File: config.mk
export PLATFORM = sky130hd
export DESIGN_NAME = beat_framer
export DESIGN_NICKNAME = d
export VERILOG_FILES = /design/src/hdl/pkt_check_pkg.sv /design/src/hdl/beat_framer.sv
export VERILOG_INCLUDE_DIRS = /design/src /design/src/hdl
export SDC_FILE = /design/constraint.sdc
export NUM_CORES = 1
export LEC_CHECK = 0
export ABC_CLOCK_PERIOD_IN_PS = 1940
export BUFFER_PORTS_ARGS = -buffer_cell sky130_fd_sc_hd__clkbuf_2
export CORE_MARGIN = 1.5
export CORE_UTILIZATION = 49
export CTS_CLUSTER_SIZE = 10
export DETAILED_ROUTE_END_ITERATION = 10
export PLACE_DENSITY = 0.78
export REMOVE_ABC_BUFFERS = 1
export SLEW_MARGIN = 20
export SYNTH_ARGS = -nofsm -noshare
export SYNTH_HDL_FRONTEND = slang
export SYNTH_SLANG_ARGS = --single-unit
File: constraint.sdc
create_clock -name axis_packet_in -period 1.94 [get_ports axis_packet_in]
set_input_delay 0.097 -clock axis_packet_in [delete_from_list [all_inputs] [get_ports axis_packet_in]]
set_output_delay 0.097 -clock axis_packet_in [all_outputs]
set_load 0.01 [all_outputs]
File: src/hdl/pkt_check_settings.svh
//////////////////////////////////////////////////////////////////////
// Packet checker sizes: beat width, destinations, expected slots
//////////////////////////////////////////////////////////////////////

`ifndef PKT_CHECK_SETTINGS_SVH
`define PKT_CHECK_SETTINGS_SVH

// Bytes per beat
`define PKT_DATA_BYTES 4

// Destination field width, four destinations
`define PKT_DEST_WIDTH 2
`define PKT_DESTS (1 << `PKT_DEST_WIDTH)

// Expected packets per destination and words per packet, as log2
`define PKT_SLOTS_LOG 2
`define PKT_WORDS_LOG 4

// Derived widths for lengths and counters
`define PKT_LEN_WIDTH (`PKT_WORDS_LOG + $clog2(`PKT_DATA_BYTES) + 1)
`define PKT_TOTAL_WIDTH (`PKT_DEST_WIDTH + `PKT_SLOTS_LOG + 1)
`define PKT_COUNT_WIDTH 8

`endif

File: src/hdl/pkt_check_pkg.sv
//////////////////////////////////////////////////////////////////////
// Packet checker types shared by all pipeline stages
//////////////////////////////////////////////////////////////////////

`default_nettype none

`include "pkt_check_settings.svh"

package pkt_check_pkg;

    // One data word of a beat, also the entry of the data store
    typedef logic [`PKT_DATA_BYTES*8-1:0] data_word_t;

    // Input beat as seen on the stream
    typedef struct packed {
        data_word_t                  data;
        logic [`PKT_DATA_BYTES-1:0]  keep;
        logic                        last;
        logic [`PKT_DEST_WIDTH-1:0]  dest;
    } axis_beat_t;

    // Beat tagged with its slot and word position
    typedef struct packed {
        axis_beat_t                  beat;
        logic [`PKT_SLOTS_LOG-1:0]   pkt_idx;
        logic [`PKT_WORDS_LOG-1:0]   word_idx;
    } framed_beat_t;

    typedef struct packed {
        logic [`PKT_LEN_WIDTH-1:0]   byte_len;
    } expect_desc_t;

    // Beat joined with what the store holds for it
    typedef struct packed {
        framed_beat_t                framed;
        data_word_t                  exp_data;
        expect_desc_t                desc;
        logic                        present;
    } lookup_beat_t;

    typedef struct packed {
        logic [`PKT_DEST_WIDTH-1:0]  dest;
        logic [`PKT_SLOTS_LOG-1:0]   pkt_idx;
        logic [`PKT_LEN_WIDTH-1:0]   byte_len;
        logic                        present;
        logic                        len_ok;
        logic                        data_ok;
        logic                        match;
    } verdict_t;

endpackage

`default_nettype wire

File: src/hdl/beat_framer.sv
//////////////////////////////////////////////////////////////////////
// Stage 1: registers beats, tags them with packet and word index
//////////////////////////////////////////////////////////////////////

`timescale 1ns/1ps
`default_nettype none

`include "pkt_check_settings.svh"

module beat_framer (
    input  logic                        axis_packet_in,
    input  logic                        reset,
    input  logic                        beat_valid,
    input  pkt_check_pkg::axis_beat_t   beat,
    output logic                        framed_valid,
    output pkt_check_pkg::framed_beat_t framed
);

    localparam int DESTS = `PKT_DESTS;

    // Position trackers, one pair per destination
    logic [`PKT_WORDS_LOG-1:0] word_cnt [DESTS];
    logic [`PKT_SLOTS_LOG-1:0] pkt_cnt  [DESTS];

    //////////////////////////////////////////////////////////////////////
    // Counters

    always_ff @(posedge axis_packet_in) begin
        if (reset) begin
            for (int i = 0; i < DESTS; i++) begin
                word_cnt[i] <= '0;
                pkt_cnt[i]  <= '0;
            end
        end else if (beat_valid) begin
            if (beat.last) begin
                word_cnt[beat.dest] <= '0;
                pkt_cnt[beat.dest]  <= pkt_cnt[beat.dest] + 1'b1;
            end else begin
                word_cnt[beat.dest] <= word_cnt[beat.dest] + 1'b1;
            end
        end
    end

    //////////////////////////////////////////////////////////////////////
    // Output register

    always_ff @(posedge axis_packet_in) begin
        if (reset) begin
            framed_valid <= 1'b0;
        end else begin
            framed_valid <= beat_valid;
        end
    end

    // Tag with the values before this beat's update
    always_ff @(posedge axis_packet_in) begin
        if (beat_valid) begin
            framed.beat     <= beat;
            framed.pkt_idx  <= pkt_cnt[beat.dest];
            framed.word_idx <= word_cnt[beat.dest];
        end
    end

    // Packet longer than the word index can hold
    assert property (@(posedge axis_packet_in) disable iff (reset)
        beat_valid && !beat.last |-> word_cnt[beat.dest] != '1);

    // Partial keep only on the closing beat
    assert property (@(posedge axis_packet_in) disable iff (reset)
        beat_valid && !beat.last |-> &beat.keep);

endmodule

`default_nettype wire

==> results.md <==
* Outcome: finished clean
* Worst slew pin tran at 418 ps
* Routed WL per cell at 16.6 um
* Syn_area_per_cell at 18.9 sq um
* Post-CTS Resized at 0
* Crit end category: flip-flop
* Total global routing track utilization at 21.2%
* CTS max path bufs at 2
* Pre-antenna DRT Iters at 4
* Worst hold stages at 1
* TNS Setup at 0 ps
* Hpwl dp at 3.51 mm
* Fillers at 347
* Die Height at 76.2 um
* TritonCTS Buffers at 9
* Hold_sp: beat[2]
* Max VDD drop at 0.596 mV
* Layout Nets at 314
* Die width at 76.2 um
* Max Clock Freq at 579 MHz
* Largest net degree at the start of global routing at 29
* CP arrival at 1810 ps
* Drt via density at 5.01
* Vias in the first global route at 1760
* Distinct cells, synth at 28
* Most numerous cell in the Yosys netlist: edfxtp_1
* PortBufs at 87
* Initial Utilization at 51.0%
* Placed Instances at 294
* Worst-path maximum fanout at 4
* Worst reg-to-reg path cell count at 4
* Slew Viols, Final at 0
* Fin util at 72.2%
* Share of layout cells above drive strength 1 at 41.3%
* Setup Skew at 3.52 ps
* Max Cap Viol at 0
* Post-synthesis cell count at 139
* Crit path kind: flip-flop to flip-flop
* GP Congestion at 0.838
* Gr ovfl total at 0
* Primary FF master, synth: edfxtp_1
* Worst R2R End: word_cnt[1][2]
* Area leader, netlist: edfxtp_1
* Reg2Reg Setup Slack at 210 ps
* CP required at 2020 ps
* Synthesized cell area at 2620 sq um
* Post-route non-filler standard cell count at 346
* Cell Rows at 26
* Register area share after synthesis at 79.7%
* Core Box Area at 5140 sq um
* Post-CTS Repair Setup Buffers at 0
* Leak Pwr at 0.00151 uW
* Hold endpoint: framed[8]
* Final wirelength at 5.73 mm
* Final Setup Violations at 0
* Initial antenna violation count at 0
* H-tree depth at 3
* CTS Sinks at 70
* IO Pins at 88
* ANT cells at 0
* Yosys Warn Count at 0
* Clock Latency Late Sink at 340 ps
* Syn-to-layout area delta at 41.4%
* Relative slew slack at 72.0%
* Cell Pwr Density at 902 nW/um^2
* Crit path launch type: flip-flop
* Synth cell count leaders: edfxtp_1 (69), nor2_1 (9), nor3_1 (9), nand2b_1 (5)
* 1st-iter DRT viols at 145
* First-pass GRT wire length at 9.12 mm
* Number of synthesized register bits at 70
* RSZ-0062 raised after global routing: no
* Async S/R FF share, synth at 0%
* Worst-path clk slew at 70 ps
* Final routed DRC violation total at 0
* Worst r2r src: word_cnt[0][0]
* Number of synthesized flops with an enable pin at 69
* Final antenna-violating net count at 0
* Post-synth top area share at 79.0%
* Root Driver: clkbuf_8
* Overall die area at 5800 sq um
* Final Cycle Share at 89.0%
* Worst Hold Class: input pin to flip-flop
* TritonCTS clock tree: yes
* DR vias at 1734
* Tmin final at 1730 ps
* Final hold vios at 0
* Synth area leaders: edfxtp_1 (79%), mux4_2 (3.4%), mux4_1 (2.0%)
[layout by cell type, fill, tap and decap left out, types with 4 or more instances in the layout]
master,netlist,routed
buf_4,1,6
clkbuf_2,0,87
clkbuf_8,0,11
dlygate4sd3_1,0,36
edfxtp_1,69,69
mux2i_1,4,4
mux4_2,4,4
nand2b_1,5,5
nor2_1,9,9
nor3_1,9,9
[state kept, by name (all words and copies together), names as in the netlist]
register / cells
pkt_cnt: 8
framed_valid: 1
framed: 45
word_cnt: 16
[through the flow]
step	hold slack (ps)	instance area, sq um	total power [uW]	worst slack, ps
after floorplan	169	2580	1960	249
after global placement	275	3150	2140	158
after detailed placement	276	3150	2140	129
after CTS	23.0	3710	3350	216
after global routing	33.3	3710	3460	117
final	39.7	3710	3340	214
[worst max-delay path, stage by stage (launching register included)]
cell      delay (ps)
edfxtp_1         390
mux4_2           480
ha_1             220
xnor2_1          280
nor3_1            90
[power breakdown]
part	total [uW]	leakage, uW	internal (uW)	switching [uW]
clock network	1170	0.0000996	663	507
logic	367	0.000712	176	190
registers	1810	0.000702	1780	29.9
total	3340	0.00151	2620	727
[kinds of logic (layout without fill, tap and decap cells)]
family	after synthesis	in the layout	synth area share (%)
AND/OR/NAND/NOR	40	40	8.15
flip-flops	70	70	79.7
adder cells (fa/ha/maj)	1	1	0.477
multiplexers	10	10	6.96
XOR/XNOR	2	2	0.668
AO/OA/AOI/OAI	7	7	2.19
buffers and inverters	9	146	1.81
[repair_timing]
item / 4_1_cts / 5_1_grt
endpoints found under the setup margin: 0 / 0
endpoints found under the hold margin: 36 / 0
hold buffers: 36 / 0
[metal layers]
| layer | GRT usage (%) | wire length, um | up-vias |
|---|---|---|---|
| met5 | 0 | 0 | - |
| met4 | 11.3 | 144 | 0 |
| met3 | 6.23 | 448 | 15 |
| met2 | 32.8 | 2750 | 97 |
| met1 | 27.3 | 2390 | 809 |
| li1 | - | - | 813 |
[layout make-up]
class	count	area [sq um]	share of cell area (%)
inverters	1	3.75	0.101
clock buffers	13	159	4.28
multi-input cells	60	484	13.1
repair buffers	129	841	22.7
flip-flops and latches	70	2090	56.4
well taps	70	87.6	2.36
clock inverters	3	42.5	1.15
[how the worst max path moves through the flow]
stage,start,endpoint,cells past startpoint
3_3_place_gp,beat[0],word_cnt[1][2],5
2_1_floorplan,word_cnt[0][0],word_cnt[1][2],4
6_report,word_cnt[0][0],word_cnt[1][2],4
4_1_cts,word_cnt[0][0],word_cnt[1][2],4
3_5_place_dp,beat[0],word_cnt[1][2],5
5_1_grt,word_cnt[0][0],word_cnt[1][2],4
Note: power is estimated with default switching activity, not from simulation.
