$ cat config.mk
export PLATFORM = sky130hd
export DESIGN_NAME = packet_compare
export DESIGN_NICKNAME = d
export VERILOG_FILES = /design/src/hdl/pkt_check_pkg.sv /design/src/hdl/packet_compare.sv
export VERILOG_INCLUDE_DIRS = /design/src /design/src/hdl
export SDC_FILE = /design/constraint.sdc
export NUM_CORES = 1
export LEC_CHECK = 0
export ABC_AREA = 1
export BUFFER_PORTS_ARGS = -buffer_cell sky130_fd_sc_hd__buf_4
export CAP_MARGIN = 30
export CORE_ASPECT_RATIO = 1.1
export CORE_UTILIZATION = 50
export CTS_CLUSTER_DIAMETER = 40
export DETAILED_ROUTE_END_ITERATION = 7
export PLACE_DENSITY = 0.8
export SLEW_MARGIN = 25
export SYNTH_ARGS = -nofsm -noshare
export SYNTH_HDL_FRONTEND = slang
export SYNTH_SLANG_ARGS = --single-unit
$ cat constraint.sdc
create_clock -name axis_packet_in -period 3.5 [get_ports axis_packet_in]
set_input_delay 1.05 -clock axis_packet_in [delete_from_list [all_inputs] [get_ports axis_packet_in]]
set_output_delay 1.05 -clock axis_packet_in [all_outputs]
set_load 0.05 [all_outputs]
$ cat src/hdl/pkt_check_settings.svh
//////////////////////////////////////////////////////////////////////
// Packet checker sizes: beat width, destinations, expected slots
//////////////////////////////////////////////////////////////////////

`ifndef PKT_CHECK_SETTINGS_SVH
`define PKT_CHECK_SETTINGS_SVH

// Bytes per beat
`define PKT_DATA_BYTES 4

// Destination field width, four destinations
`define PKT_DEST_WIDTH 2
`define PKT_DESTS (1 << `PKT_DEST_WIDTH)

// Expected packets per destination and words per packet, as log2
`define PKT_SLOTS_LOG 2
`define PKT_WORDS_LOG 4

// Derived widths for lengths and counters
`define PKT_LEN_WIDTH (`PKT_WORDS_LOG + $clog2(`PKT_DATA_BYTES) + 1)
`define PKT_TOTAL_WIDTH (`PKT_DEST_WIDTH + `PKT_SLOTS_LOG + 1)
`define PKT_COUNT_WIDTH 8

`endif

$ cat src/hdl/pkt_check_pkg.sv
//////////////////////////////////////////////////////////////////////
// Packet checker types shared by all pipeline stages
//////////////////////////////////////////////////////////////////////

`default_nettype none

`include "pkt_check_settings.svh"

package pkt_check_pkg;

    // One data word of a beat, also the entry of the data store
    typedef logic [`PKT_DATA_BYTES*8-1:0] data_word_t;

    // Input beat as seen on the stream
    typedef struct packed {
        data_word_t                  data;
        logic [`PKT_DATA_BYTES-1:0]  keep;
        logic                        last;
        logic [`PKT_DEST_WIDTH-1:0]  dest;
    } axis_beat_t;

    // Beat tagged with its slot and word position
    typedef struct packed {
        axis_beat_t                  beat;
        logic [`PKT_SLOTS_LOG-1:0]   pkt_idx;
        logic [`PKT_WORDS_LOG-1:0]   word_idx;
    } framed_beat_t;

    typedef struct packed {
        logic [`PKT_LEN_WIDTH-1:0]   byte_len;
    } expect_desc_t;

    // Beat joined with what the store holds for it
    typedef struct packed {
        framed_beat_t                framed;
        data_word_t                  exp_data;
        expect_desc_t                desc;
        logic                        present;
    } lookup_beat_t;

    typedef struct packed {
        logic [`PKT_DEST_WIDTH-1:0]  dest;
        logic [`PKT_SLOTS_LOG-1:0]   pkt_idx;
        logic [`PKT_LEN_WIDTH-1:0]   byte_len;
        logic                        present;
        logic                        len_ok;
        logic                        data_ok;
        logic                        match;
    } verdict_t;

endpackage

`default_nettype wire

$ cat src/hdl/packet_compare.sv
//////////////////////////////////////////////////////////////////////
// Stage 3: byte compare and length count, verdict on last beat
//////////////////////////////////////////////////////////////////////

`timescale 1ns/1ps
`default_nettype none

`include "pkt_check_settings.svh"

module packet_compare (
    input  logic                        axis_packet_in,
    input  logic                        reset,
    input  logic                        lookup_valid,
    input  pkt_check_pkg::lookup_beat_t lookup,
    output logic                        verdict_valid,
    output pkt_check_pkg::verdict_t     verdict
);

    localparam int DESTS = `PKT_DESTS;
    localparam int BYTES = `PKT_DATA_BYTES;
    localparam int LEN_W = `PKT_LEN_WIDTH;

    pkt_check_pkg::axis_beat_t  beat;
    logic [LEN_W-1:0]           len_acc [DESTS];
    logic                       bad_acc [DESTS];
    logic [LEN_W-1:0]           kept_bytes;
    logic                       byte_diff;
    logic [LEN_W-1:0]           len_next;
    logic                       bad_next;

    assign beat = lookup.framed.beat;

    //////////////////////////////////////////////////////////////////////
    // Per-beat compare

    always_comb begin
        kept_bytes = '0;
        byte_diff  = 1'b0;
        for (int i = 0; i < BYTES; i++) begin
            kept_bytes = kept_bytes + LEN_W'(beat.keep[i]);
            // Empty slot has no data worth comparing
            if (beat.keep[i] && lookup.present &&
                beat.data[i*8 +: 8] != lookup.exp_data[i*8 +: 8]) begin
                byte_diff = 1'b1;
            end
        end
        len_next = len_acc[beat.dest] + kept_bytes;
        bad_next = bad_acc[beat.dest] | byte_diff;
    end

    //////////////////////////////////////////////////////////////////////
    // Per-destination accumulators

    always_ff @(posedge axis_packet_in) begin
        if (reset) begin
            for (int i = 0; i < DESTS; i++) begin
                len_acc[i] <= '0;
                bad_acc[i] <= 1'b0;
            end
            verdict_valid <= 1'b0;
        end else begin
            verdict_valid <= lookup_valid && beat.last;
            if (lookup_valid) begin
                len_acc[beat.dest] <= beat.last ? '0 : len_next;
                bad_acc[beat.dest] <= beat.last ? 1'b0 : bad_next;
            end
        end
    end

    always_ff @(posedge axis_packet_in) begin
        if (lookup_valid && beat.last) begin
            verdict.dest     <= beat.dest;
            verdict.pkt_idx  <= lookup.framed.pkt_idx;
            verdict.byte_len <= len_next;
            verdict.present  <= lookup.present;
            verdict.len_ok   <= len_next == lookup.desc.byte_len;
            verdict.data_ok  <= !bad_next;
            verdict.match    <= lookup.present && !bad_next &&
                                len_next == lookup.desc.byte_len;
        end
    end

    // Running length agrees with the framer's word position
    assert property (@(posedge axis_packet_in) disable iff (reset)
        lookup_valid |->
            len_acc[beat.dest] == LEN_W'(lookup.framed.word_idx) * LEN_W'(BYTES));

endmodule

`default_nettype wire

==> impl_metrics.yaml <==
finish:
  nNetsFinal: 540
  area.growth.synth_to_final_pct: 32.7
  stdcell_count: 524
  drive_gt1_share_pct: 32.1
  diodes: 0
  nFillCells: 429
timing:
  fmaxAchievable_mhz: 310
  finClkSkew_ns: 0.00779
  final-setup-viol-count: 0
  fin_crit_ns: 3.23
  finalMaxSlewViolations: 0
  relSlewSlack_pct: 62.5
  rsz0062_at_grt: "no"
  tightest_slew_ns: 0.562
  setup-tns-final_ns: 0
  period_share_pct: 92.2
  hold_viol: 0
run_status:
  status: "completed"
worst_setup_path:
  r2r_start: "len_acc[0][0]$_SDFFCE_PN0P_"
  reg2regPathDepth: 15
  crit_path_end: "verdict[0]$_DFFE_PP_"
  critPathMaxFanout: 2
  critPathLaunchType: "primary input"
  ff2ff_setup_slack_ns: 0.99
  reg2reg_to: "verdict[0]$_DFFE_PP_"
  cp-end-kind: "flop"
  crit_start: "lookup[49]"
  required_ns: 3.68
  criticalPathCategory: "in -> reg"
  worstPathArrival_ns: 3.40
clocking:
  clk_path_buf_depth: 2
  cts_setup_buffers: 0
  path_clk_slew_ns: 0.09
  cts_tree: "yes"
  cts_buffers: 5
  cts_max_level: 2
  cts_resized: 0
  hold_buffers: 0
  worstSkewPairLatency_ns: 0.30
  cts.sinks: 48
  cts_root_buf: "clkbuf_8"
synthesis:
  synth.cell_area_um2: 2920
  ys_warn_count: 0
  ys_types: 31
  seq_area_frac_synth_pct: 49.1
  synth_seq_cells: 48
  synthCells: 339
  synth_nets: 431
  synth.avg_cell_area_um2: 8.61
global_routing:
  grt_pass1_wl_um: 10600
  grt_pass1_vias: 2427
  grt_max_degree: 16
  antenna_found_initial: 0
  grt_usage_pct: 23.3
  overflow: 0
die:
  die_width_um: 74.8
  io_pins: 104
  die_h_um: 82.1
  design.die.area_um2: 6150
  start_util_pct: 53.0
  coreArea_um2: 5500
  num_rows: 28
placement:
  portBuffers: 99
  gp_routability_congestion: 0.825
  hpwl_um: 5480
  placed_cells: 516
routing:
  avgViaCountPerCell: 4.70
  vias: 2461
  dr.pass1.iters: 4
  ant_nets: 0
  wl_um: 6670
  drcViolationCount: 0
  avgRoutedWirePerCell_um: 12.7
  drt_iter0_drc: 132
worst_hold_path:
  min_path_cells: 5
  hold_class: "reg -> reg"
power_and_ir_drop:
  total_power_mw: 1.43
  peakVddDrop_mv: 0.339
  leakage_nw: 1.88
  p_per_area_nw_per_um2: 370
flow_run:
  drv_cap: 0
## Yosys cell counts
master / instances / share of area [%]
ha_1: 1 / 0.43
nor3_1: 3 / 0.51
or2_2: 4 / 0.86
nand4_1: 2 / 0.43
a21oi_1: 2 / 0.34
fa_1: 3 / 2.1
nand3_2: 2 / 0.69
edfxtp_1: 47 / 48
nand3_4: 1 / 0.60
xnor2_1: 19 / 5.7
a21o_1: 1 / 0.26
buf_4: 1 / 0.26
inv_2: 6 / 0.77
o21ai_0: 8 / 1.4
nand2_4: 6 / 2.3
inv_4: 1 / 0.21
dfxtp_1: 1 / 0.69
nand3_1: 19 / 3.3
xor2_1: 5 / 1.5
buf_6: 3 / 1.2
o21ai_2: 1 / 0.30
nand2_2: 7 / 1.5
o211ai_1: 1 / 0.26
nor2_1: 58 / 7.5
a22oi_1: 2 / 0.51
nand3b_1: 1 / 0.26
inv_1: 54 / 6.9
nor2_2: 3 / 0.64
a221oi_1: 1 / 0.30
nor2_4: 1 / 0.39
nand2_1: 75 / 9.6
## where the power goes
part           internal (mW)  switching [mW]  total, mW
sequential             0.667         0.00820      0.675
combinational          0.158           0.204      0.362
clock                  0.208           0.185      0.393
## per-layer routing
layer | up-vias | track usage (%) | share of wire, %
li1 | 1278 | - | -
met1 | 1089 | 25.7 | 38
met2 | 73 | 42.7 | 54
met3 | 21 | 5.83 | 5.4
met4 | 0 | 8.87 | 2.7
met5 | - | 0 | 0
## final cells by class
type | instances | area (µm²) | area share (%)
clock buffers | 5 | 68.8 | 1.78
clock inverters | 3 | 37.5 | 0.969
inverters | 61 | 231 | 5.98
multi-input cells | 226 | 1210 | 31.3
flip-flops and latches | 48 | 1430 | 37.0
well taps | 75 | 93.8 | 2.42
repair buffers | 106 | 796 | 20.5
## sequential cells by signal, summed over array words and instances (netlist names)
name / flops
len_acc: 28
verdict_valid: 1
bad_acc: 4
verdict: 15
## through the flow
| stage | utilization [%] | area (µm²) | hold WS (ns) | worst slack (ns) |
|---|---|---|---|---|
| 2_1_floorplan | - | 2920 | 0.709 | 0.190 |
| 3_3_place_gp | 68.5 | 3770 | 0.742 | -0.0605 |
| 3_5_place_dp | 68.5 | 3770 | 0.742 | -0.0435 |
| 4_1_cts | 70.4 | 3870 | 0.757 | 0.273 |
| 5_1_grt | 70.4 | 3870 | 0.810 | 0.132 |
| 6_report | 70.4 | 3870 | 0.754 | 0.274 |
## how the worst min path moves through the flow
stage / start / end / slack (ns)
floorplan: bad_acc[2]$_SDFFCE_PN0P_ / verdict[1]$_DFFE_PP_ / 0.71
global route: bad_acc[2]$_SDFFCE_PN0P_ / verdict[1]$_DFFE_PP_ / 0.81
CTS: bad_acc[2]$_SDFFCE_PN0P_ / verdict[1]$_DFFE_PP_ / 0.76
detailed placement: bad_acc[2]$_SDFFCE_PN0P_ / verdict[1]$_DFFE_PP_ / 0.74
global placement: bad_acc[2]$_SDFFCE_PN0P_ / verdict[1]$_DFFE_PP_ / 0.74
finish: bad_acc[2]$_SDFFCE_PN0P_ / verdict[1]$_DFFE_PP_ / 0.75
## layout by cell type (no fill, tap or decap), types with 2 or more instances in the layout
cell type,count
buf_4,106
nand2_1,75
nor2_1,58
inv_1,54
edfxtp_1,47
nand3_1,19
xnor2_1,19
o21ai_0,8
nand2_2,7
inv_2,6
nand2_4,6
xor2_1,5
clkbuf_8,5
or2_2,4
nor2_2,3
nor3_1,3
fa_1,3
a22oi_1,2
nand3_2,2
a21oi_1,2
nand4_1,2
clkinv_1,2
## logic make-up after synthesis
| family | after synthesis | synth area share (%) |
|---|---|---|
| AOI/OAI and AO/OA | 16 | 3.34 |
| buffers and inverters | 65 | 9.35 |
| adders and majority gates | 4 | 2.49 |
| DFF | 48 | 49.1 |
| and+or+nand+nor | 182 | 28.6 |
| xor gates and xnor gates | 24 | 7.20 |
## worst max-delay path, cell delays in order
cell and delay (ns):
buf_4 0.12, fa_1 0.52, inv_1 0.05, fa_1 0.37, inv_1 0.09, fa_1 0.44
xor2_1 0.18, nor2_1 0.09, nand2_1 0.06, nor2_1 0.08, nand2_1 0.05, nor2_1 0.13
nand3_2 0.10, nor2_2 0.08
Power figures use the tool's default switching activity.
