<file path="config.mk">
export PLATFORM = sky130hd
export DESIGN_NAME = pass_scoreboard
export DESIGN_NICKNAME = d
export VERILOG_FILES = /design/src/hdl/pkt_check_pkg.sv /design/src/hdl/pass_scoreboard.sv
export VERILOG_INCLUDE_DIRS = /design/src /design/src/hdl
export SDC_FILE = /design/constraint.sdc
export NUM_CORES = 1
export LEC_CHECK = 0
export BUFFER_PORTS_ARGS = -buffer_cell sky130_fd_sc_hd__buf_2
export CAP_MARGIN = 20
export CELL_PAD_IN_SITES_DETAIL_PLACEMENT = 1
export CELL_PAD_IN_SITES_GLOBAL_PLACEMENT = 1
export CORE_AREA = 10 10 60 62
export CTS_BUF_LIST = sky130_fd_sc_hd__clkbuf_4
export DETAILED_ROUTE_END_ITERATION = 8
export DIE_AREA = 0 0 70 72
export GPL_TIMING_DRIVEN = 0
export PLACE_DENSITY_LB_ADDON = 0.12
export SETUP_SLACK_MARGIN = 0.3
export SLEW_MARGIN = 25
export SYNTH_ARGS = -nofsm -noshare
export SYNTH_HDL_FRONTEND = slang
export SYNTH_SLANG_ARGS = --single-unit
</file>
<file path="constraint.sdc">
create_clock -name axis_packet_in -period 2 [get_ports axis_packet_in]
set_clock_uncertainty 0.05 [all_clocks]
set_input_delay 0.3 -clock axis_packet_in [delete_from_list [all_inputs] [get_ports axis_packet_in]]
set_output_delay 0.3 -clock axis_packet_in [all_outputs]
set_load 0.01 [all_outputs]
</file>
<file path="src/hdl/pkt_check_settings.svh">
//////////////////////////////////////////////////////////////////////
// Packet checker sizes: beat width, destinations, expected slots
//////////////////////////////////////////////////////////////////////

`ifndef PKT_CHECK_SETTINGS_SVH
`define PKT_CHECK_SETTINGS_SVH

// Bytes per beat
`define PKT_DATA_BYTES 4

// Destination field width, four destinations
`define PKT_DEST_WIDTH 2
`define PKT_DESTS (1 << `PKT_DEST_WIDTH)

// Expected packets per destination and words per packet, as log2
`define PKT_SLOTS_LOG 2
`define PKT_WORDS_LOG 4

// Derived widths for lengths and counters
`define PKT_LEN_WIDTH (`PKT_WORDS_LOG + $clog2(`PKT_DATA_BYTES) + 1)
`define PKT_TOTAL_WIDTH (`PKT_DEST_WIDTH + `PKT_SLOTS_LOG + 1)
`define PKT_COUNT_WIDTH 8

`endif

</file>
<file path="src/hdl/pkt_check_pkg.sv">
//////////////////////////////////////////////////////////////////////
// Packet checker types shared by all pipeline stages
//////////////////////////////////////////////////////////////////////

`default_nettype none

`include "pkt_check_settings.svh"

package pkt_check_pkg;

    // One data word of a beat, also the entry of the data store
    typedef logic [`PKT_DATA_BYTES*8-1:0] data_word_t;

    // Input beat as seen on the stream
    typedef struct packed {
        data_word_t                  data;
        logic [`PKT_DATA_BYTES-1:0]  keep;
        logic                        last;
        logic [`PKT_DEST_WIDTH-1:0]  dest;
    } axis_beat_t;

    // Beat tagged with its slot and word position
    typedef struct packed {
        axis_beat_t                  beat;
        logic [`PKT_SLOTS_LOG-1:0]   pkt_idx;
        logic [`PKT_WORDS_LOG-1:0]   word_idx;
    } framed_beat_t;

    typedef struct packed {
        logic [`PKT_LEN_WIDTH-1:0]   byte_len;
    } expect_desc_t;

    // Beat joined with what the store holds for it
    typedef struct packed {
        framed_beat_t                framed;
        data_word_t                  exp_data;
        expect_desc_t                desc;
        logic                        present;
    } lookup_beat_t;

    typedef struct packed {
        logic [`PKT_DEST_WIDTH-1:0]  dest;
        logic [`PKT_SLOTS_LOG-1:0]   pkt_idx;
        logic [`PKT_LEN_WIDTH-1:0]   byte_len;
        logic                        present;
        logic                        len_ok;
        logic                        data_ok;
        logic                        match;
    } verdict_t;

endpackage

`default_nettype wire

</file>
<file path="src/hdl/pass_scoreboard.sv">
//////////////////////////////////////////////////////////////////////
// Stage 4: pass and fail counts, sticky error, completion level
//////////////////////////////////////////////////////////////////////

`timescale 1ns/1ps
`default_nettype none

`include "pkt_check_settings.svh"

module pass_scoreboard (
    input  logic                          axis_packet_in,
    input  logic                          reset,
    input  logic                          verdict_valid,
    input  pkt_check_pkg::verdict_t       verdict,
    input  logic [`PKT_TOTAL_WIDTH-1:0]   expected_total,
    output logic [`PKT_COUNT_WIDTH-1:0]   pass_count,
    output logic [`PKT_COUNT_WIDTH-1:0]   fail_count,
    output logic                          error,
    output logic                          all_received
);

    localparam int COUNT_W = `PKT_COUNT_WIDTH;

    //////////////////////////////////////////////////////////////////////
    // Counters

    always_ff @(posedge axis_packet_in) begin
        if (reset) begin
            pass_count <= '0;
            fail_count <= '0;
            error      <= 1'b0;
        end else if (verdict_valid) begin
            if (verdict.match) begin
                pass_count <= pass_count + 1'b1;
            end else begin
                fail_count <= fail_count + 1'b1;
                // Held until the next reset
                error      <= 1'b1;
            end
        end
    end

    // Done once every loaded slot has a passing verdict
    assign all_received = (expected_total != '0) &&
                          (pass_count == COUNT_W'(expected_total));

    //////////////////////////////////////////////////////////////////////
    // Checks

    assert property (@(posedge axis_packet_in) disable iff (reset)
        verdict_valid && verdict.match |-> pass_count != '1);

    assert property (@(posedge axis_packet_in) disable iff (reset)
        verdict_valid && !verdict.match |-> fail_count != '1);

endmodule

`default_nettype wire

</file>
==> results of run 1 <==
## cells by family after synthesis
logic type	count (synthesis)	share of synthesized area
multiplexers	1	0.0124
flip-flops	17	0.420
XOR/XNOR	8	0.0866
buffers and inverters	7	0.0340
AND/OR/NAND/NOR	38	0.271
adder cells (fa/ha/maj)	2	0.0309
AO/OA/AOI/OAI	22	0.145
## synth_stat cells (all sizes together)
master	number
inv	4
o21ai	8
or4	3
or2	1
nor4	2
xnor2	3
mux2i	1
ha	2
nand2	5
nor3	1
and2b	1
xor2	5
dfxtp	17
nand3b	1
nand3	4
nand4b	1
clkbuf	1
or3	7
nor2	7
buf	2
and3	1
a21oi	11
nand4	4
o31ai	3
## worst max path at each step
stage	endpoint	depth (start not counted)	slack, ns
2_1_floorplan	pass_count[7]	3	0.66
3_3_place_gp	fail_count[7]	4	0.55
3_5_place_dp	fail_count[7]	4	0.52
4_1_cts	all_received	4	0.31
5_1_grt	all_received	4	0.30
6_report	all_received	4	0.38
## state kept, by name (all words and copies together) (netlist names)
| signal | count |
|---|---|
| error | 1 |
| fail_count | 8 |
| pass_count | 8 |
## per-stage QoR
step	hold WS [ns]	std cells	instance area [um2]	util	power, mW
final	0.278	154	1010	0.416	0.593
after floorplan	0.410	95	810	-	0.394
after CTS	0.279	154	1010	0.414	0.609
after global routing	0.299	154	1010	0.416	0.634
after global placement	0.405	149	967	0.398	0.417
after detailed placement	0.413	149	967	0.398	0.419
## what timing repair did
action / 4_1_cts / 5_1_grt
gates cloned: 0 / 0
endpoints found under the setup margin: 1 / 1
pin swaps: 0 / 1
hold buffers: 0 / 0
buffers inserted: 1 / 0
gates resized for setup: 3 / 4
## critical path, delay by kind of cell (launching register included)
| kind | cells | cell delay (ns) |
|---|---|---|
| buffers and inverters | 1 | 0.12 |
| and+or+nand+nor | 2 | 0.38 |
| AOI/OAI and AO/OA | 1 | 0.12 |
| DFF | 1 | 0.36 |
## area by class of cell
type	instances	area, um2	share of cell area
Buffer	3	12.5	0.0124
Clock buffer	3	22.5	0.0222
Clock inverter	1	5.00	0.00494
Inverter	4	15.0	0.0148
Multi-Input combinational cell	71	444	0.439
Sequential cell	17	348	0.344
Tap cell	30	37.5	0.0371
Timing Repair Buffer	25	128	0.126
## metal layers
metal	part of all wire	wire length, um	vias to the layer above	track usage
met1	0.43	937	364	0.0931
li1	-	-	400	-
met4	0.016	35	0	0.0482
met3	0.059	128	4	0.0272
met5	0	0	-	0
met2	0.50	1090	14	0.153
## power by group through the flow
stage | registers (mW) | logic [mW] | clock network [mW]
floorplan | 0.362 | 0.0315 | 0
global placement | 0.360 | 0.0574 | 0
detailed placement | 0.361 | 0.0587 | 0
CTS | 0.351 | 0.0592 | 0.198
global route | 0.353 | 0.0671 | 0.214
finish | 0.351 | 0.0583 | 0.183
==> results.py, run 1 <==
metrics = {
    "min_path": {
        "holdPathEnd": "pass_count[1]",
        "holdPathStages": 3,
        "hp-start": "verdict[0]",
        "hold_path_class": "primary input to register",
    },
    "global_route": {
        "grt_pass1_wl_um": 3710,
        "grt_max_degree": 11,
        "grt_usage": 0.0879,
        "antenna_found_initial": 0,
        "grt_pass1_vias": 796,
        "grt_overflow": 0,
    },
    "synth": {
        "synth_top_area_cell": "dfxtp_1",
        "yosysUniqueCellTypes": 27,
        "synthTopCellsByArea": "dfxtp_1 (42%), a21oi_1 (6.8%), xor2_1 (5.4%), o21ai_0 (4.9%), or3_1 (4.6%)",
        "synth_top_area_frac": 0.420,
        "syn_nets": 120,
        "synth_area_um2": 810,
        "yosys_warnings": 0,
        "syn_area_per_cell_um2": 8.52,
        "ys_seq_area_frac": 0.420,
        "synth-seq-cells": 17,
        "netlist_instances": 95,
    },
    "clock_network": {
        "clk_pin_slew_ns": 0.10,
        "cts.path.max_buffers": 2,
        "cts_sinks": 17,
        "htree_levels": 1,
        "cts_buffers": 3,
        "cts_tree": "yes",
        "clkLatencyLatePin_ns": 0.29,
        "root_buffer": "clkbuf_4",
    },
    "placed_design": {
        "routabilityCongestion": 0.679,
        "dp_slack_ns": 0.525,
        "io_buffer_count": 24,
        "dp_hpwl_um": 1740,
    },
    "setup_path": {
        "arrival_ns": 1.27,
        "worstPathCellList": "or2_4 > o21ai_1 > and3_1 > buf_2",
        "crit_slowest_cell": "dfxtp_4",
        "r2r_cells": 4,
        "critPathCaptureType": "output port",
        "crit_type": "register to output port",
        "required_ns": 1.65,
        "slowest_delay_ns": 0.36,
        "r2r_setup_slack_ns": 0.64,
        "cp_max_fo": 2,
        "reg2reg_from": "fail_count[0]",
        "worstReg2RegEnd": "fail_count[6]",
        "cp-start-kind": "register",
        "startpoint": "pass_count[4]",
    },
    "sta": {
        "setup_viol": 0,
        "rsz0062_at_grt": "no",
        "fmax_mhz": 618,
        "slew_violations": 0,
        "hold_viol_final": 0,
        "max-slew-margin-rel": 0.717,
        "period_minus_slack_ns": 1.62,
        "setup_tns_ns": 0,
        "worst_pin_slew_ns": 0.425,
        "postLayoutSetupSlackWorst_ns": 0.381,
        "timing.final.crit_share": 0.810,
    },
    "final_layout": {
        "insertedDiodeCount": 0,
        "mostFrequentLayoutCell": "buf_2",
        "layout_common_cells": "buf_2 (25), dfxtp_1 (13), a21oi_1 (11), nor2_1 (7), o21ai_0 (7)",
        "num-nets-final": 150,
        "nFillCells": 313,
        "final_layout_size_suffix_gt1_frac": 0.306,
        "area_growth_pct": 25.0,
    },
    "flow_run": {
        "cap_violations": 0,
    },
    "power_and_ir_drop": {
        "pwr-share-clk": 0.309,
        "power.internal_mw": 0.444,
        "swShare": 0.251,
        "power.density_nw_per_um2": 586,
        "pwr-share-seq": 0.593,
        "max-vdd-ir-drop_uv": 295,
        "comb_power_share": 0.098,
        "switchingPower_mw": 0.149,
        "p_leak_nw": 0.421,
    },
    "die": {
        "initial_utilization": 0.333,
        "die-area_um2": 5040,
        "num_rows": 18,
        "coreArea_um2": 2430,
        "fp.dieH_um": 72,
        "dieWidth_um": 70,
        "ioPinCount": 41,
    },
    "drt": {
        "ant_nets": 0,
        "drt_iter0_drc": 37,
        "drc": 0,
        "via_count": 782,
        "routed_wl_um": 2190,
        "viasPerCell": 5.08,
        "drtPass1Iterations": 4,
        "wl_per_cell_um": 14.2,
    },
    "status": {
        "status": "complete, no violations",
    },
}
Power figures use the tool's default switching activity.
==> run 2: changes to the inputs <==
--- a/config.mk
+++ b/config.mk
@@ -10,10 +10,10 @@
 export CAP_MARGIN = 20
 export CELL_PAD_IN_SITES_DETAIL_PLACEMENT = 1
 export CELL_PAD_IN_SITES_GLOBAL_PLACEMENT = 1
-export CORE_AREA = 10 10 60 62
+export CORE_AREA = 10 10 62 64
 export CTS_BUF_LIST = sky130_fd_sc_hd__clkbuf_4
 export DETAILED_ROUTE_END_ITERATION = 8
-export DIE_AREA = 0 0 70 72
+export DIE_AREA = 0 0 72 74
 export GPL_TIMING_DRIVEN = 0
 export PLACE_DENSITY_LB_ADDON = 0.12
 export SETUP_SLACK_MARGIN = 0.3
==> constraint.sdc (replaced) <==
create_clock -name axis_packet_in -period 1.65 [get_ports axis_packet_in]
set_clock_uncertainty 0.05 [all_clocks]
set_input_delay 0.2475 -clock axis_packet_in [delete_from_list [all_inputs] [get_ports axis_packet_in]]
set_output_delay 0.2475 -clock axis_packet_in [all_outputs]
set_load 0.01 [all_outputs]
==> results.py, run 2 (synthesis results as in run 1) <==
metrics = {
    "global_route": {
        "grt_pass1_wl_um": 3960,
        "grt_overflow": 0,
        "grt_usage": 0.0922,
        "busiest_layer": "met2",
        "grt_pass1_vias": 864,
        "grt_max_degree": 11,
        "met3_usage": 0.0332,
        "antenna_found_initial": 0,
        "use_met1": 0.103,
        "gr-usage-met2": 0.153,
    },
    "setup_path": {
        "critPathCaptureType": "output port",
        "r2r_setup_slack_ns": 0.28,
        "r2r_cells": 4,
        "critPathTopFamily": "flip-flops",
        "cp-endpoint": "all_received",
        "crit_slowest_cell": "dfxtp_4",
        "startpoint": "pass_count[1]",
        "crit_type": "register to output port",
        "worstPathCellList": "xor2_1 > nor3_1 > and3_1 > buf_2",
        "arrival_ns": 1.34,
        "required_ns": 1.35,
        "crit_buf_inv": 1,
        "worst-path-stages": 4,
        "worstReg2RegEnd": "pass_count[5]",
        "cp-start-kind": "register",
        "cp_max_fo": 5,
        "slowest_delay_ns": 0.39,
        "reg2reg_from": "pass_count[1]",
    },
    "sta": {
        "worst_pin_slew_ns": 0.523,
        "setup_viol": 0,
        "hold_viol_final": 0,
        "rsz0062_at_grt": "yes",
        "max-slew-margin-rel": 0.651,
        "slew_violations": 0,
        "timing.final.crit_share": 0.992,
        "fmax_mhz": 611,
        "period_minus_slack_ns": 1.64,
    },
    "drt": {
        "drt_iter0_drc": 27,
        "drtPass1Iterations": 4,
        "via_count": 840,
        "ant_nets": 0,
        "drc": 0,
        "wl_per_cell_um": 15.2,
        "viasPerCell": 5.15,
        "routed_wl_um": 2470,
    },
    "final_layout": {
        "reg_top3": "fail_count x8, pass_count x8, error x1",
        "final_cells": 163,
        "final_layout_size_suffix_gt1_frac": 0.515,
        "insertedDiodeCount": 0,
        "layout_common_cells": "buf_2 (25), dfxtp_4 (9), nor2_1 (7), o21ai_0 (7), buf_4 (7)",
        "area_growth_pct": 48.5,
        "nFillCells": 330,
        "num-nets-final": 158,
        "multi_input_area_um2": 533,
        "regArea_um2": 378,
        "mostFrequentLayoutCell": "buf_2",
        "fin_area_um2": 1200,
    },
    "power_and_ir_drop": {
        "max-vdd-ir-drop_uv": 345,
        "p_leak_nw": 0.474,
        "power.density_nw_per_um2": 629,
    },
    "placed_design": {
        "io_buffer_count": 24,
        "placed_cells": 150,
        "routabilityCongestion": 0.727,
        "postPlaceCellArea_um2": 968,
        "dp_hpwl_um": 1830,
    },
    "die": {
        "ioPinCount": 41,
        "die-area_um2": 5330,
        "coreArea_um2": 2660,
        "num_rows": 19,
        "dieWidth_um": 72,
        "fp.dieH_um": 74,
        "initial_utilization": 0.304,
    },
    "clock_network": {
        "cts_buffers": 3,
        "cts.path.max_buffers": 2,
        "htree_levels": 1,
        "clkLatencyLatePin_ns": 0.29,
        "root_buffer": "clkbuf_4",
        "clk_pin_slew_ns": 0.11,
        "holdBufCountCts": 0,
        "cts_sinks": 17,
        "cts_tree": "yes",
    },
    "flow_run": {
        "cap_violations": 0,
    },
    "status": {
        "status": "complete, no violations",
    },
    "min_path": {
        "hold_path_class": "primary input to register",
    },
}
-- run 2: cell types whose count changed in the layout (fill, tap and decap cells not counted), moves of 2 or more --
cell     previous run  this run
dfxtp_1            13         5
dfxtp_4             1         9
a21oi_1            11         5
a21oi_2             0         6
buf_4               1         7
buf_6               0         2
ha_1                2         0
ha_4                0         2
or3_4               0         2
or4_1               3         1
or4_4               0         2
-- run 2: worst min-delay path: cells and delay by family --
kind	cells	cell delay [ns]
AOI/OAI and AO/OA	1	0.05
buffers and inverters	1	0.15
and+or+nand+nor	1	0.09
-- run 2: timing repair --
action,in CTS,in global routing
setup buffers,2,7
gates cloned,0,0
endpoints found under the hold margin,0,0
pin swaps,2,13
resized for setup,12,30
endpoints found under the setup margin,11,8
-- run 2: how the worst min path moves through the flow --
stage / from / to / slack, ns / cells after the start
floorplan: verdict[0] / pass_count[1] / 0.36 / 2
global placement: error / error / 0.40 / 2
detailed placement: error / error / 0.42 / 2
CTS: verdict[0] / pass_count[1] / 0.21 / 3
global route: verdict[0] / pass_count[1] / 0.26 / 3
finish: verdict[0] / pass_count[1] / 0.22 / 3
-- run 2: power breakdown --
part	switching [mW]	total, mW	internal, mW
clock	0.143	0.254	0.110
sequential	0.0115	0.420	0.408
combinational	0.0460	0.0834	0.0375
total	0.201	0.757	0.556
-- run 2: layer usage --
layer | up-vias | part of all wire
li1 | 414 | -
met1 | 411 | 0.43
met2 | 13 | 0.52
met3 | 2 | 0.047
met4 | 0 | 0.0065
met5 | - | 0
-- run 2: final cells by class --
class / instances / share of cell area
Multi-Input combinational cell: 71 / 0.443
Sequential cell: 17 / 0.314
Timing Repair Buffer: 33 / 0.162
Tap cell: 31 / 0.0323
Clock buffer: 4 / 0.0250
Inverter: 4 / 0.0125
Buffer: 3 / 0.0104
-- run 2: through the flow --
step | TNS [ns] | setup WS [ns] | power, mW | hold WS (ns) | utilization
6_report | 0 | 0.0126 | 0.757 | 0.222 | 0.452
5_1_grt | -0.0757 | -0.0757 | 0.805 | 0.259 | 0.452
4_1_cts | -0.00953 | -0.00953 | 0.758 | 0.207 | 0.387
3_5_place_dp | 0 | 0.166 | 0.510 | 0.415 | 0.364
3_3_place_gp | 0 | 0.249 | 0.507 | 0.404 | 0.364
2_1_floorplan | 0 | 0.315 | 0.477 | 0.357 | -
==> run 3: changes to the inputs <==
--- a/config.mk
+++ b/config.mk
@@ -8,12 +8,10 @@
 export LEC_CHECK = 0
 export BUFFER_PORTS_ARGS = -buffer_cell sky130_fd_sc_hd__buf_2
 export CAP_MARGIN = 20
-export CELL_PAD_IN_SITES_DETAIL_PLACEMENT = 1
-export CELL_PAD_IN_SITES_GLOBAL_PLACEMENT = 1
-export CORE_AREA = 10 10 62 64
+export CORE_AREA = 10 10 55 57
 export CTS_BUF_LIST = sky130_fd_sc_hd__clkbuf_4
 export DETAILED_ROUTE_END_ITERATION = 8
-export DIE_AREA = 0 0 72 74
+export DIE_AREA = 0 0 65 67
 export GPL_TIMING_DRIVEN = 0
 export PLACE_DENSITY_LB_ADDON = 0.12
 export SETUP_SLACK_MARGIN = 0.3
==> results.py, run 3 (synthesis results as in run 1) <==
metrics = {
    "status": {
        "status": "complete, no violations",
    },
    "die": {
        "dieWidth_um": 65,
        "die-area_um2": 4360,
        "fp.dieH_um": 67,
        "ioPinCount": 41,
        "initial_utilization": 0.417,
        "coreArea_um2": 1940,
        "num_rows": 16,
    },
    "min_path": {
        "hold_path_class": "primary input to register",
        "holdPathStages": 3,
        "hp-start": "verdict[0]",
        "holdPathEnd": "pass_count[1]",
    },
    "setup_path": {
        "critPathCaptureType": "output port",
        "worstReg2RegEnd": "pass_count[4]",
        "r2r_setup_slack_ns": 0.26,
        "cp_max_fo": 2,
        "slowest_delay_ns": 0.37,
        "required_ns": 1.35,
        "crit_slowest_cell": "dfxtp_4",
        "r2r_cells": 5,
        "reg2reg_from": "pass_count[1]",
        "arrival_ns": 1.26,
        "crit_type": "register to output port",
        "cp-start-kind": "register",
        "worstPathCellList": "xor2_1 > nor3_1 > and3_1 > buf_2",
    },
    "clock_network": {
        "cts_tree": "yes",
        "clkLatencyLatePin_ns": 0.30,
        "holdBufCountCts": 0,
        "cts.path.max_buffers": 2,
        "cts_buffers": 3,
        "htree_levels": 1,
        "clk_pin_slew_ns": 0.11,
        "cts_sinks": 17,
        "root_buffer": "clkbuf_4",
    },
    "final_layout": {
        "final_layout_size_suffix_gt1_frac": 0.420,
        "final_cells": 158,
        "nFillCells": 199,
        "num-nets-final": 157,
        "multi_input_area_um2": 473,
        "mostFrequentLayoutCell": "buf_2",
        "area_growth_pct": 36.8,
        "insertedDiodeCount": 0,
        "layout_common_cells": "buf_2 (25), a21oi_1 (8), dfxtp_1 (8)",
        "regArea_um2": 362,
        "reg_top3": "fail_count x8, pass_count x8, error x1",
    },
    "sta": {
        "rsz0062_at_grt": "yes",
        "slew_violations": 0,
        "max-slew-margin-rel": 0.688,
        "hold_viol_final": 0,
        "setup_viol": 0,
        "fmax_mhz": 642,
        "worst_pin_slew_ns": 0.468,
        "timing.final.crit_share": 0.943,
        "period_minus_slack_ns": 1.56,
        "setup_tns_ns": 0,
    },
    "drt": {
        "via_count": 815,
        "routed_wl_um": 2120,
        "drt_iter0_drc": 12,
        "drc": 0,
        "wl_per_cell_um": 13.4,
        "drtPass1Iterations": 4,
        "viasPerCell": 5.16,
        "ant_nets": 0,
    },
    "placed_design": {
        "dp_hpwl_um": 1530,
        "placed_cells": 146,
        "routabilityCongestion": 0.686,
        "io_buffer_count": 24,
    },
    "power_and_ir_drop": {
        "max-vdd-ir-drop_uv": 571,
        "p_leak_nw": 0.465,
        "power.density_nw_per_um2": 656,
    },
    "global_route": {
        "antenna_found_initial": 0,
        "grt_pass1_wl_um": 3350,
        "grt_usage": 0.0952,
        "grt_overflow": 0,
        "grt_max_degree": 11,
        "grt_pass1_vias": 804,
    },
    "flow_run": {
        "cap_violations": 0,
    },
}
-- run 3: area by class of cell --
class,instances,area share
clock buffer,3,0.0203
multi-input combinational,71,0.427
tap,27,0.0305
sequential,17,0.327
buffer,3,0.0113
timing repair buffer,32,0.166
clock inverter,1,0.00452
inverter,4,0.0136
-- run 3: how the worst max path moves through the flow --
stage	from	cells after the start	to	slack (ns)
after floorplan	pass_count[2]	3	pass_count[7]	0.31
after CTS	pass_count[3]	4	all_received	0.08
after detailed placement	verdict[0]	4	fail_count[7]	0.23
after global routing	pass_count[3]	4	all_received	0.05
after global placement	verdict[0]	4	fail_count[7]	0.26
final	pass_count[3]	4	all_received	0.09
-- run 3: per-layer routing --
| metal | GRT usage | share of wire | vias up |
|---|---|---|---|
| met5 | 0 | 0 | - |
| met4 | 0.0508 | 0.021 | 0 |
| met3 | 0.0401 | 0.067 | 6 |
| met2 | 0.167 | 0.50 | 22 |
| met1 | 0.0937 | 0.41 | 371 |
| li1 | - | - | 416 |
-- run 3: timing repair --
action / in CTS / in global routing
buffers inserted: 4 / 4
gates resized for setup: 14 / 8
pin swaps: 4 / 7
setup endpoints to repair: 5 / 9
-- run 3: power breakdown --
group | leakage (nW) | internal, mW | switching, mW
clock | 0.0177 | 0.0902 | 0.137
sequential | 0.143 | 0.414 | 0.00750
combinational | 0.304 | 0.0334 | 0.0438
-- run 3: through the flow --
| stage | power [mW] | utilization | area [um2] | setup slack [ns] | hold WS (ns) |
|---|---|---|---|---|---|
| floorplan | 0.477 | - | 810 | 0.315 | 0.357 |
| global placement | 0.505 | 0.496 | 963 | 0.258 | 0.396 |
| detailed placement | 0.507 | 0.496 | 963 | 0.227 | 0.413 |
| CTS | 0.731 | 0.541 | 1050 | 0.0784 | 0.229 |
| global route | 0.764 | 0.570 | 1110 | 0.0462 | 0.252 |
| finish | 0.726 | 0.570 | 1110 | 0.0936 | 0.239 |
-- run 3: critical path, delay by kind of cell, from the launching register on --
family,cells,cell delay [ns]
xor+xnor,1,0.13
buf+inv,1,0.12
flops,1,0.37
simple gates,2,0.33
